File: config.mk
export PLATFORM = sky130hd
export DESIGN_NAME = pe_apb_regs
export DESIGN_NICKNAME = d
export VERILOG_FILES = /design/src/logic/conv_pkg.sv /design/src/logic/pe_apb_regs.sv
export SDC_FILE = /design/constraint.sdc
export NUM_CORES = 1
export LEC_CHECK = 0
export BUFFER_PORTS_ARGS = -buffer_cell sky130_fd_sc_hd__buf_2
export CELL_PAD_IN_SITES_DETAIL_PLACEMENT = 1
export CELL_PAD_IN_SITES_GLOBAL_PLACEMENT = 2
export CORE_ASPECT_RATIO = 1.2
export CORE_UTILIZATION = 35
export DETAILED_ROUTE_END_ITERATION = 7
export GPL_ROUTABILITY_DRIVEN = 0
export PLACE_DENSITY_LB_ADDON = 0.2
export SKIP_LAST_GASP = 1
export SLEW_MARGIN = 20
export SYNTH_ARGS = -nofsm -noshare
export SYNTH_HDL_FRONTEND = slang
export SYNTH_SLANG_ARGS = --single-unit
File: constraint.sdc
create_clock -name clk -period 4.75 [get_ports clk]
set_clock_uncertainty 0.05 [all_clocks]
set_input_delay 0.95 -clock clk [delete_from_list [all_inputs] [get_ports clk]]
set_output_delay 0.95 -clock clk [all_outputs]
set_load 0.005 [all_outputs]
File: src/logic/conv_pkg.sv
`default_nettype none

package conv_pkg;

    // Datapath widths
    localparam int PIX_W     = 16;
    localparam int COEF_W    = 16;
    localparam int ACC_W     = 48;
    localparam int FRAC_BITS = 8;     // Bias is aligned to the product fraction
    localparam int NTAPS     = 9;

    // Partial-sum buffer
    localparam int PSUM_DEPTH = 256;
    localparam int PSUM_AW    = 8;

    // APB register map, byte offsets
    localparam logic [11:0] REG_CTRL      = 12'h000;
    localparam logic [11:0] REG_BIAS      = 12'h004;
    localparam logic [11:0] REG_RD_ADDR   = 12'h008;
    localparam logic [11:0] REG_RESULT_LO = 12'h00C;
    localparam logic [11:0] REG_RESULT_HI = 12'h010;
    localparam logic [11:0] REG_COEF_BASE = 12'h020;  // Nine words up to 0x40

    // 3x3 pixel window, row order
    typedef struct packed {
        logic signed [PIX_W-1:0] p00, p01, p02;
        logic signed [PIX_W-1:0] p10, p11, p12;
        logic signed [PIX_W-1:0] p20, p21, p22;
    } window_t;

    // Kernel coefficients, same order as the window
    typedef struct packed {
        logic signed [COEF_W-1:0] k00, k01, k02;
        logic signed [COEF_W-1:0] k10, k11, k12;
        logic signed [COEF_W-1:0] k20, k21, k22;
    } kernel_t;

    typedef struct packed {
        logic               valid;
        logic               add_bias;  // First input-channel pass
        logic [PSUM_AW-1:0] addr;
        window_t            win;
    } pe_stream_t;

    typedef struct packed {
        logic        psel;
        logic        penable;
        logic        pwrite;
        logic [11:0] paddr;
        logic [31:0] pwdata;
    } apb_req_t;

    typedef struct packed {
        logic        pready;
        logic        pslverr;
        logic [31:0] prdata;
    } apb_rsp_t;

endpackage

`default_nettype wire

File: src/logic/pe_apb_regs.sv
`timescale 1ns/10ps
`default_nettype none

module pe_apb_regs import conv_pkg::*; (
    input  logic                    clk,
    input  logic                    rst,
    input  apb_req_t                apb_req,
    output apb_rsp_t                apb_rsp,
    output kernel_t                 kernel_out,
    output logic                    kernel_load,
    output logic signed [31:0]      bias,
    output logic                    rd_req,
    output logic [PSUM_AW-1:0]      rd_addr,
    input  logic                    rd_gnt,
    input  logic signed [ACC_W-1:0] rd_data
);

    logic                    access;
    logic                    wr_en;
    logic                    sel_ctrl, sel_bias, sel_rd_addr, sel_lo, sel_hi, sel_coef;
    logic                    mapped;
    logic                    rd_lo;
    logic                    rd_pend;
    logic [11:0]             coef_off;
    logic [3:0]              coef_idx;
    logic [COEF_W-1:0]       coef_rd;
    logic [COEF_W-1:0]       coef_q [NTAPS];
    logic [NTAPS*COEF_W-1:0] kern_flat;
    logic signed [ACC_W-1:0] result_q;
    logic [31:0]             prdata;

    assign access = apb_req.psel && apb_req.penable;
    assign wr_en  = access && apb_req.pwrite;

    assign sel_ctrl    = apb_req.paddr == REG_CTRL;
    assign sel_bias    = apb_req.paddr == REG_BIAS;
    assign sel_rd_addr = apb_req.paddr == REG_RD_ADDR;
    assign sel_lo      = apb_req.paddr == REG_RESULT_LO;
    assign sel_hi      = apb_req.paddr == REG_RESULT_HI;

    // Word-aligned offsets 0x20..0x40
    assign coef_off = apb_req.paddr - REG_COEF_BASE;
    assign sel_coef = coef_off[1:0] == 2'b00 && coef_off[11:2] < NTAPS;
    assign coef_idx = coef_off[5:2];

    assign mapped = sel_ctrl || sel_bias || sel_rd_addr || sel_lo || sel_hi || sel_coef;

    always_ff @(posedge clk) begin
        if (rst) begin
            bias        <= '0;
            rd_addr     <= '0;
            kernel_load <= 1'b0;
            for (int i = 0; i < NTAPS; i++) begin
                coef_q[i] <= '0;
            end
        end else begin
            kernel_load <= wr_en && sel_ctrl && apb_req.pwdata[0];  // One-cycle pulse
            if (wr_en && sel_bias) begin
                bias <= apb_req.pwdata;
            end
            if (wr_en && sel_rd_addr) begin
                rd_addr <= apb_req.pwdata[PSUM_AW-1:0];
            end
            if (wr_en && sel_coef) begin
                coef_q[coef_idx] <= apb_req.pwdata[COEF_W-1:0];
            end
        end
    end

    for (genvar i = 0; i < NTAPS; i++) begin : g_kern
        assign kern_flat[(NTAPS-1-i)*COEF_W +: COEF_W] = coef_q[i];
    end

    assign kernel_out = kern_flat;  // Staged taps with k00 in the top slice

    // Result read waits for port B
    assign rd_lo  = access && !apb_req.pwrite && sel_lo;
    assign rd_req = rd_lo && !rd_pend;

    always_ff @(posedge clk) begin
        if (rst) begin
            rd_pend <= 1'b0;
        end else begin
            rd_pend <= rd_req && rd_gnt;  // Data arrives next cycle
        end
    end

    // Capture the full word so the high half matches
    always_ff @(posedge clk) begin
        if (rd_pend) begin
            result_q <= rd_data;
        end
    end

    assign coef_rd = coef_q[coef_idx];

    always_comb begin
        prdata = '0;
        if (sel_bias) begin
            prdata = bias;
        end else if (sel_rd_addr) begin
            prdata = {{(32-PSUM_AW){1'b0}}, rd_addr};
        end else if (sel_lo) begin
            prdata = rd_data[31:0];
        end else if (sel_hi) begin
            prdata = {{(64-ACC_W){result_q[ACC_W-1]}}, result_q[ACC_W-1:32]};
        end else if (sel_coef) begin
            prdata = {{(32-COEF_W){coef_rd[COEF_W-1]}}, coef_rd};
        end
    end

    assign apb_rsp.pready  = access && !(rd_lo && !rd_pend);
    assign apb_rsp.pslverr = access && !mapped;
    assign apb_rsp.prdata  = prdata;

    // A granted result read completes on the next cycle
    a_gnt_completes: assert property (@(posedge clk) disable iff (rst)
        rd_req && rd_gnt |=> apb_rsp.pready)
        else $error("granted result read did not complete");

endmodule

`default_nettype wire

==> results.cfg, run 1 <==
[floorplan]
die-area_mm2 = 0.0400
die_y_um = 219
die_w_um = 183
ios = 318
core_area_mm2 = 0.0387
rows = 79
start_util_pct = 35.4

[cells_and_area]
finalNetCount = 1501
area_delta_synth_final_pct = 27.8
diodes = 0
drive_above_1_share_pct = 34.7

[worst_hold_path]
whs_path_depth = 2
hp-class = flip-flop to flip-flop

[synthesis]
ys_types = 45
avgSynthCellArea_um2 = 14.1
ys_warn_count = 0
syn_area_mm2 = 0.0137
ys_top_cells_by_area = edfxtp_1 60%, mux4_2 11%, and2_1 6.6%
synth_edf_count = 272
synth_most_common_cell = edfxtp_1
synthTopCellsByCount = 272 x edfxtp_1, 144 x and2_1, 110 x nand2_1
ys.flop_type = edfxtp_1
ys_async_sr_fraction_pct = 0
synth.largest_area_cell = edfxtp_1
synth-seq-cells = 314
synth_cells = 971
yosysTopAreaCellShare_pct = 59.5
ys_seq_area_share_pct = 65.7

[setup_path]
end_kind = primary output
cp_max_fo = 35
critPathKind = primary input to primary output
cp-start-kind = primary input
crit_required_ns = 3.75
crit_arrival_ns = 3.29
reg2reg_depth = 3

[timing]
final.period_utilization_pct = 90.3
max_slew_margin_pct = 37.0
tightest_slew_ns = 0.944
setup_viol = 0
holdWs_ns = 0.416
fmax_ghz = 0.233
finalCriticalPeriod_ns = 4.29
rsz0062_at_grt = false
hold_viol = 0
drv_slew = 0
fin_setup_tns_ns = 0

[grt]
grt_usage_pct = 23.5
grt_pass1_wl_mm = 67.4
overflow = 0
grt_max_degree = 36
grt_pass1_vias = 10200
antenna_found_initial = 1

[drt]
drtPass1Iterations = 4
ant_nets = 0
drcViolationCount = 0
drt_iter0_drc = 573
drt-total-wl_mm = 47.0
routedWlPerCell_um = 24.0
vias = 9671
viasPerCell = 4.95

[clock_tree]
cts-root-buf = clkbuf_16
cts_tree = built
htree_levels = 2
cts.sinks = 314
cts_buffers = 36
clk_pin_slew_ns = 0.07
insertion_delay_ns = 0.52
clockBufferDepth = 3
ctsResizeCount = 0
postCtsHoldBufs = 0
cts_setup_buffers = 0

[power]
irDropWorstVdd_mv = 0.290
p_per_area_mw_per_mm2 = 372
power_leakage_nw = 6.91

[run]
cap_violations = 0

[placed_design]
port_buffers = 317
dpl.hpwl_mm = 32.9

[outcome]
status = completed
==> power breakdown <==
| part | switching, mW | total (mW) | internal [mW] |
|---|---|---|---|
| logic | 0.283 | 0.489 | 0.205 |
| registers | 0.0666 | 3.21 | 3.14 |
| clock network | 1.14 | 2.81 | 1.67 |
| total | 1.49 | 6.51 | 5.02 |
==> state kept, by name, summed over array words and instances (netlist names) <==
| register | cells |
|---|---|
| bias | 32 |
| result_q | 16 |
| kernel_load | 1 |
| coef_q | 256 |
| rd_pend | 1 |
| rd_addr | 8 |
==> per-stage QoR <==
stage               worst slack [ns]  util (%)  power (mW)  cells  cell area [um2]
detailed placement             0.408      42.2        3.76   1890            16300
global placement               0.415      42.2        3.75   1890            16300
finish                         0.459      45.2        6.51   1955            17500
floorplan                       1.24         -        3.49   1082            14100
global route                   0.232      45.2        6.73   1955            17500
CTS                            0.408      45.2        6.59   1955            17500
==> cell families (layout without fill, tap and decap cells) <==
family,after synthesis,in the layout,synth area share (%)
and+or+nand+nor,333,333,12.9
DFF,314,314,65.7
AOI/OAI and AO/OA,171,171,7.22
buffers and inverters,77,424,2.87
muxes,72,72,11.1
xor gates and xnor gates,2,2,0.128
adders and majority gates,1,1,0.0912
other,1,112,0.0273
==> worst max-delay path: stages <==
cell and delay, ns:
buf_4 0.42, buf_12 0.33, buf_4 0.29, mux4_2 0.52, a22oi_1 0.19, nand2_1 0.10
a21oi_1 0.20, o22ai_1 0.10, buf_2 0.14
==> path summary, 6_finish.rpt <==
path,end,from,slack [ns]
hold reg to reg,bias[17],bias[17],0.42
hold / removal,bias[17],bias[17],0.42
setup / recovery,apb_rsp[0],apb_req[34],0.46
setup reg to reg,rd_pend,rd_pend,3.12
==> cell usage in the layout, fill, tap and decap left out, drive strengths merged <==
| cell type | instances |
|---|---|
| or2 | 10 |
| nor3 | 9 |
| clkinvlp | 2 |
| a22oi | 40 |
| buf | 357 |
| nand2 | 110 |
| xnor2 | 2 |
| dfxtp | 42 |
| or3 | 1 |
| a21oi | 96 |
| o211a | 1 |
| and4 | 1 |
| conb | 112 |
| edfxtp | 272 |
| a211oi | 1 |
| o21ai | 25 |
| nor4 | 3 |
| clkinv | 14 |
| inv | 4 |
| nor2b | 5 |
| nand3 | 3 |
| bufinv | 4 |
| ha | 1 |
| mux4 | 64 |
| nor3b | 1 |
| clkbuf | 43 |
| nor2 | 38 |
| mux2i | 8 |
| o22ai | 8 |
| and3b | 2 |
| nand2b | 2 |
| and2 | 144 |
| nand4 | 4 |
==> metal layers <==
layer  track usage [%]  routed length [um]  up-vias
met4              8.15                1430        0
met1              28.8               19300     4901
met2              40.5               23200      335
met3              5.59                3090       67
li1                  -                   -     4368
met5                 0                   0        -
==> final cells by class <==
type                    instances  area (um2)
multi-input cells             691        4740
clock inverters                22         213
repair buffers                357        1930
flip-flops and latches        314        9010
clock buffers                  43         968
inverters                       2        7.51
fillers                      4154       21200
well taps                     526         658
Power figures use the tool's default switching activity.
==> inputs of run 2 (changes only) <==
Settings changed: ABC_AREA from default to 1.
==> results.cfg, run 2 <==
[setup_path]
cp_max_fo = 52
crit_required_ns = 3.75
cp.depth = 14
startpoint = apb_req[34]
critPathKind = primary input to primary output
end_kind = primary output
cp_top_family = simple AND/OR/NAND/NOR gates
slowest_delay_ns = 0.38
crit_arrival_ns = 3.26
critPathSlowestCell = buf_4
crit_chain = buf_4, inv_4, buf_4, nand2_1, nand2_1, nand2_1, nand2_1, nand2_1, nand2_1, o21ai_0, nand2_2, nand2_1, nand2_1, buf_2
reg2reg_depth = 3
r2r_setup_slack_ns = 3.45
timing.rr.start = rd_pend
cp_common_cell = nand2_1
timing.rr.end = rd_pend
critical_path_buf_inv_count = 4
crit_path_end = apb_rsp[27]
cp-start-kind = primary input

[timing]
max_slew_margin_pct = 47.6
fmax_ghz = 0.235
drv_slew = 0
finalCriticalPeriod_ns = 4.26
tightest_slew_ns = 0.785
final.period_utilization_pct = 89.6
fin_setup_tns_ns = 0
rsz0062_at_grt = false
setup_viol = 0
hold_viol = 0

[grt]
grt_pass1_wl_mm = 82.8
overflow = 0
grt_max_degree = 77
grt_pass1_vias = 13800
grt_usage_pct = 24.5
antenna_found_initial = 1

[cells_and_area]
finalNetCount = 2421
reg.largest.list = coef_q: 256 flops, bias: 32 flops, result_q: 16 flops
nFillCells = 5391
most-common-layout-cells = 770 x nand2_1, 317 x inv_1, 316 x buf_2
utilization_pct = 43.8
largest_register_ffs = 256
drive_above_1_share_pct = 18.9
area_delta_synth_final_pct = 23.6
regMostFlops = coef_q
layout_commonest_cell = nand2_1

[worst_hold_path]
hp-class = flip-flop to flip-flop
whs_path_depth = 2

[clock_tree]
cts_tree = built
clk_pin_slew_ns = 0.06
cts-root-buf = clkbuf_16
ctsResizeCount = 0
postCtsHoldBufs = 0
insertion_delay_ns = 0.52
cts_setup_buffers = 0
cts_buffers = 36
cts.sinks = 314
clockBufferDepth = 3
htree_levels = 2

[synthesis]
ys_seq_area_share_pct = 58.0
synth_cells = 1906
synth_top_family_by_area = simple AND/OR/NAND/NOR gates
synth_fa_ha_area_share_pct = 0.0805
synth.largest_area_cell = edfxtp_1
ys.flop_type = edfxtp_1
muxShareOfSynthArea_pct = 0
ys_warn_count = 0
syn_area_mm2 = 0.0155
synth_edf_count = 272
ys_async_sr_fraction_pct = 0
synth_compound_area_share_pct = 4.75
synth-xor-area-share_pct = 0.113
synth-seq-cells = 314
yosysTopAreaCellShare_pct = 52.5
ys_types = 30
yosys.area_share.simple_pct = 26.2
synthTopCellsByCount = 770 x nand2_1, 318 x inv_1, 272 x edfxtp_1
ys_top_cells_by_area = edfxtp_1 53%, nand2_1 19%, inv_1 7.7%
synth_most_common_cell = nand2_1
avgSynthCellArea_um2 = 8.16

[run]
cap_violations = 0

[placed_design]
dpl.hpwl_mm = 40.0
port_buffers = 317

[drt]
topRoutingLayerUsed = met4
vias = 13500
drt-total-wl_mm = 55.1
wl_met3_mm = 2.88
routedWlPerCell_um = 19.0
viasPerCell = 4.65
drtPass1Iterations = 4
met2WireLength_mm = 26.8
ant_nets = 0
drcViolationCount = 0
drt_iter0_drc = 745
wl_met1_mm = 24.2

[power]
irDropWorstVdd_mv = 0.191
power_leakage_nw = 9.82
p_per_area_mw_per_mm2 = 338

[floorplan]
rows = 84
die-area_mm2 = 0.0453
core_area_mm2 = 0.0438
start_util_pct = 35.5
ios = 318
die_w_um = 194
die_y_um = 233

[outcome]
status = completed
## run 2: cell count changes in the layout (fill, tap and decap cells not counted), moves of 12 or more
cell and change:
a21oi_1 -55, a22oi_1 -31, and2_1 -144, clkinv_1 +12, inv_1 +315, mux4_2 -64
nand2_1 +660, nand3_1 +14, nor2_1 +162, nor2_2 +12, o21ai_0 +52, o21bai_1 +15
## run 2: cells by family (layout without fill, tap and decap cells)
family,after synthesis,after routing
AO/OA/AOI/OAI,136,136
adder cells (fa/ha/maj),1,1
AND/OR/NAND/NOR,1031,1031
buffers and inverters,421,752
other,1,113
flip-flops,314,314
XOR/XNOR,2,2
## run 2: power breakdown
part           switching [mW]  internal, mW  leakage [nW]
clock network            1.13          1.53         0.541
registers              0.0684          3.14          2.94
logic                   0.426         0.190          6.33
total                    1.63          4.86          9.82
## run 2: per-stage QoR
stage	cell area [um2]	setup slack (ns)	hold slack (ns)	power, mW	std cells
4_1_cts	19200	0.513	0.420	6.57	2907
3_5_place_dp	18100	0.520	0.405	3.89	2843
5_1_grt	19200	0.317	0.440	6.73	2908
6_report	19200	0.493	0.415	6.49	2908
2_1_floorplan	16000	1.42	0.403	3.57	2017
3_3_place_gp	18100	0.504	0.398	3.87	2843
## run 2: layout make-up
class | instances | area [um2] | share of cell area, %
Clock buffer | 53 | 1050 | 5.45
Antenna cell | 1 | 2.50 | 0.0130
Inverter | 337 | 1270 | 6.60
Clock inverter | 11 | 56.3 | 0.293
Multi-Input combinational cell | 1282 | 5270 | 27.4
Sequential cell | 314 | 9010 | 46.9
Timing Repair Buffer | 351 | 1860 | 9.67
Tap cell | 559 | 699 | 3.64
## run 2: worst min path at each step
stage              from        to
2_1_floorplan  bias[10]  bias[10]
3_3_place_gp   bias[15]  bias[15]
3_5_place_dp   bias[20]  bias[20]
4_1_cts        bias[17]  bias[17]
5_1_grt         bias[3]   bias[3]
6_report       bias[20]  bias[20]
## run 2: worst reg2reg max path: stages (launching register included)
cell and delay [ns]:
dfxtp_1 0.80, nor3_1 0.11, nand2_1 0.19, nor2_1 0.05
## run 2: per-layer routing
metal / vias up / global-route usage, %
li1: 6512 / -
met1: 6552 / 30.9
met2: 385 / 43.0
met3: 67 / 4.22
met4: 0 / 7.02
met5: - / 0
==> inputs of run 3 (changes only) <==
Settings changed: CORE_UTILIZATION 35 to 29.
Clock period 4.75 ns to 3.7 ns, I/O delays scaled along.
==> results.cfg, run 3 (synthesis results as in run 2) <==
[timing]
fmax_ghz = 0.287
rsz0062_at_grt = false
drv_slew = 0
max_slew_margin_pct = 46.4
setup_viol = 0
fin_setup_tns_ns = 0
final.period_utilization_pct = 94.2
hold_viol = 0
tightest_slew_ns = 0.803
finalCriticalPeriod_ns = 3.49

[power]
switching_share_pct = 25.0
irDropWorstVdd_mv = 0.195
p_switching_mw = 2.10
power_leakage_nw = 9.89
p_seq_share_pct = 49.1
combPwrFrac_pct = 9.7
p_per_area_mw_per_mm2 = 429
clock_power_share_pct = 41.2
intPower_mw = 6.29

[floorplan]
ios = 318
core_area_mm2 = 0.0527
start_util_pct = 29.5
rows = 92
die_w_um = 213
die_y_um = 256
die-area_mm2 = 0.0545

[setup_path]
cp_max_fo = 17
cp_top_family = simple AND/OR/NAND/NOR gates
crit_chain = buf_2, inv_2, ha_1, inv_1, nor3_1, nand4_2, nor2_4, o21ai_0, nand2_2, nand2_1, nand2_1, buf_2
startpoint = apb_req[37]
crit_arrival_ns = 2.70
crit_required_ns = 2.91
critPathKind = primary input to primary output
timing.rr.start = rd_pend
cp-start-kind = primary input
r2r_setup_slack_ns = 2.37
critical_path_buf_inv_count = 4
end_kind = primary output
slowest_delay_ns = 0.35
critPathSlowestCell = nand2_2

[clock_tree]
cts.sinks = 314
ctsResizeCount = 0
cts_setup_buffers = 0
cts-root-buf = clkbuf_16
postCtsHoldBufs = 0
clockBufferDepth = 3
htree_levels = 2
cts_buffers = 36
cts_tree = built
insertion_delay_ns = 0.52
clk_pin_slew_ns = 0.06

[placed_design]
port_buffers = 317
dp.cells = 3001
post_dp_cell_area_mm2 = 0.0184
dpl.hpwl_mm = 42.1

[drt]
drtPass1Iterations = 5
vias = 13400
drcViolationCount = 0
drt-total-wl_mm = 58.1
routedWlPerCell_um = 19.0
viasPerCell = 4.38
drt_iter0_drc = 594
ant_nets = 0

[outcome]
status = completed

[grt]
grt_pass1_vias = 14000
grt_pass1_wl_mm = 86.9
antenna_found_initial = 6
overflow = 0
grt_usage_pct = 21.4
grt_max_degree = 76

[cells_and_area]
finish.instance_area_mm2 = 0.0196
layout_commonest_cell = nand2_1
largest_register_ffs = 256
finalNetCount = 2433
drive_above_1_share_pct = 19.4
regMostFlops = coef_q
reg.largest.list = coef_q: 256 flops, bias: 32 flops, result_q: 16 flops
most-common-layout-cells = 770 x nand2_1, 317 x inv_1, 316 x buf_2
area_delta_synth_final_pct = 25.8
final_cells = 3063

[worst_hold_path]
hp-start = rd_data[39]
hp-class = primary input to flip-flop

[run]
cap_violations = 0
[run 3: cell count changes in the layout (fill, tap and decap cells not counted), moves of 2 or more]
| cell | delta |
|---|---|
| clkbuf_8 | -3 |
| clkbuf_1 | -4 |
| buf_4 | +7 |
| clkinvlp_4 | +2 |
| buf_12 | +5 |
[run 3: area by class of cell]
class / instances / area (um2)
fillers: 6532 / 33200
flip-flops and latches: 314 / 9010
multi-input cells: 1282 / 5270
repair buffers: 363 / 2010
inverters: 337 / 1270
clock buffers: 47 / 1020
well taps: 705 / 882
clock inverters: 14 / 98.8
diodes: 1 / 2.50
[run 3: power groups by stage]
stage	clock, mW	sequential [mW]	combinational [mW]
floorplan	0	4.18	0.407
global placement	0	4.20	0.808
detailed placement	0	4.20	0.824
CTS	3.55	4.13	0.828
global route	3.69	4.14	0.917
finish	3.45	4.12	0.814
[run 3: worst register-to-register path, stage by stage, from the launching register on]
cell and delay [ns]:
dfxtp_1 0.84, nor3_1 0.12, nand2_1 0.16, nor2_1 0.06
[run 3: worst paths after layout]
path                  end  cells after the start
min          result_q[39]                      1
max           apb_rsp[27]                     12
min reg2reg      bias[29]                      2
max reg2reg       rd_pend                      3
[run 3: through the flow]
stage / hold slack (ns) / power [mW] / utilization [%] / setup WS [ns]
global route: 0.325 / 8.75 / 37.1 / 0.000540
finish: 0.341 / 8.39 / 37.1 / 0.213
floorplan: 0.403 / 4.58 / - / 0.785
CTS: 0.313 / 8.51 / 37.1 / 0.0993
global placement: 0.403 / 5.00 / 35.0 / 0.190
detailed placement: 0.405 / 5.03 / 35.0 / 0.100
[run 3: routing by layer]
layer	global-route usage, %	part of all wire, %
met5	0	0.040
met4	5.30	2.0
met3	3.91	5.2
met2	36.1	48
met1	28.1	45
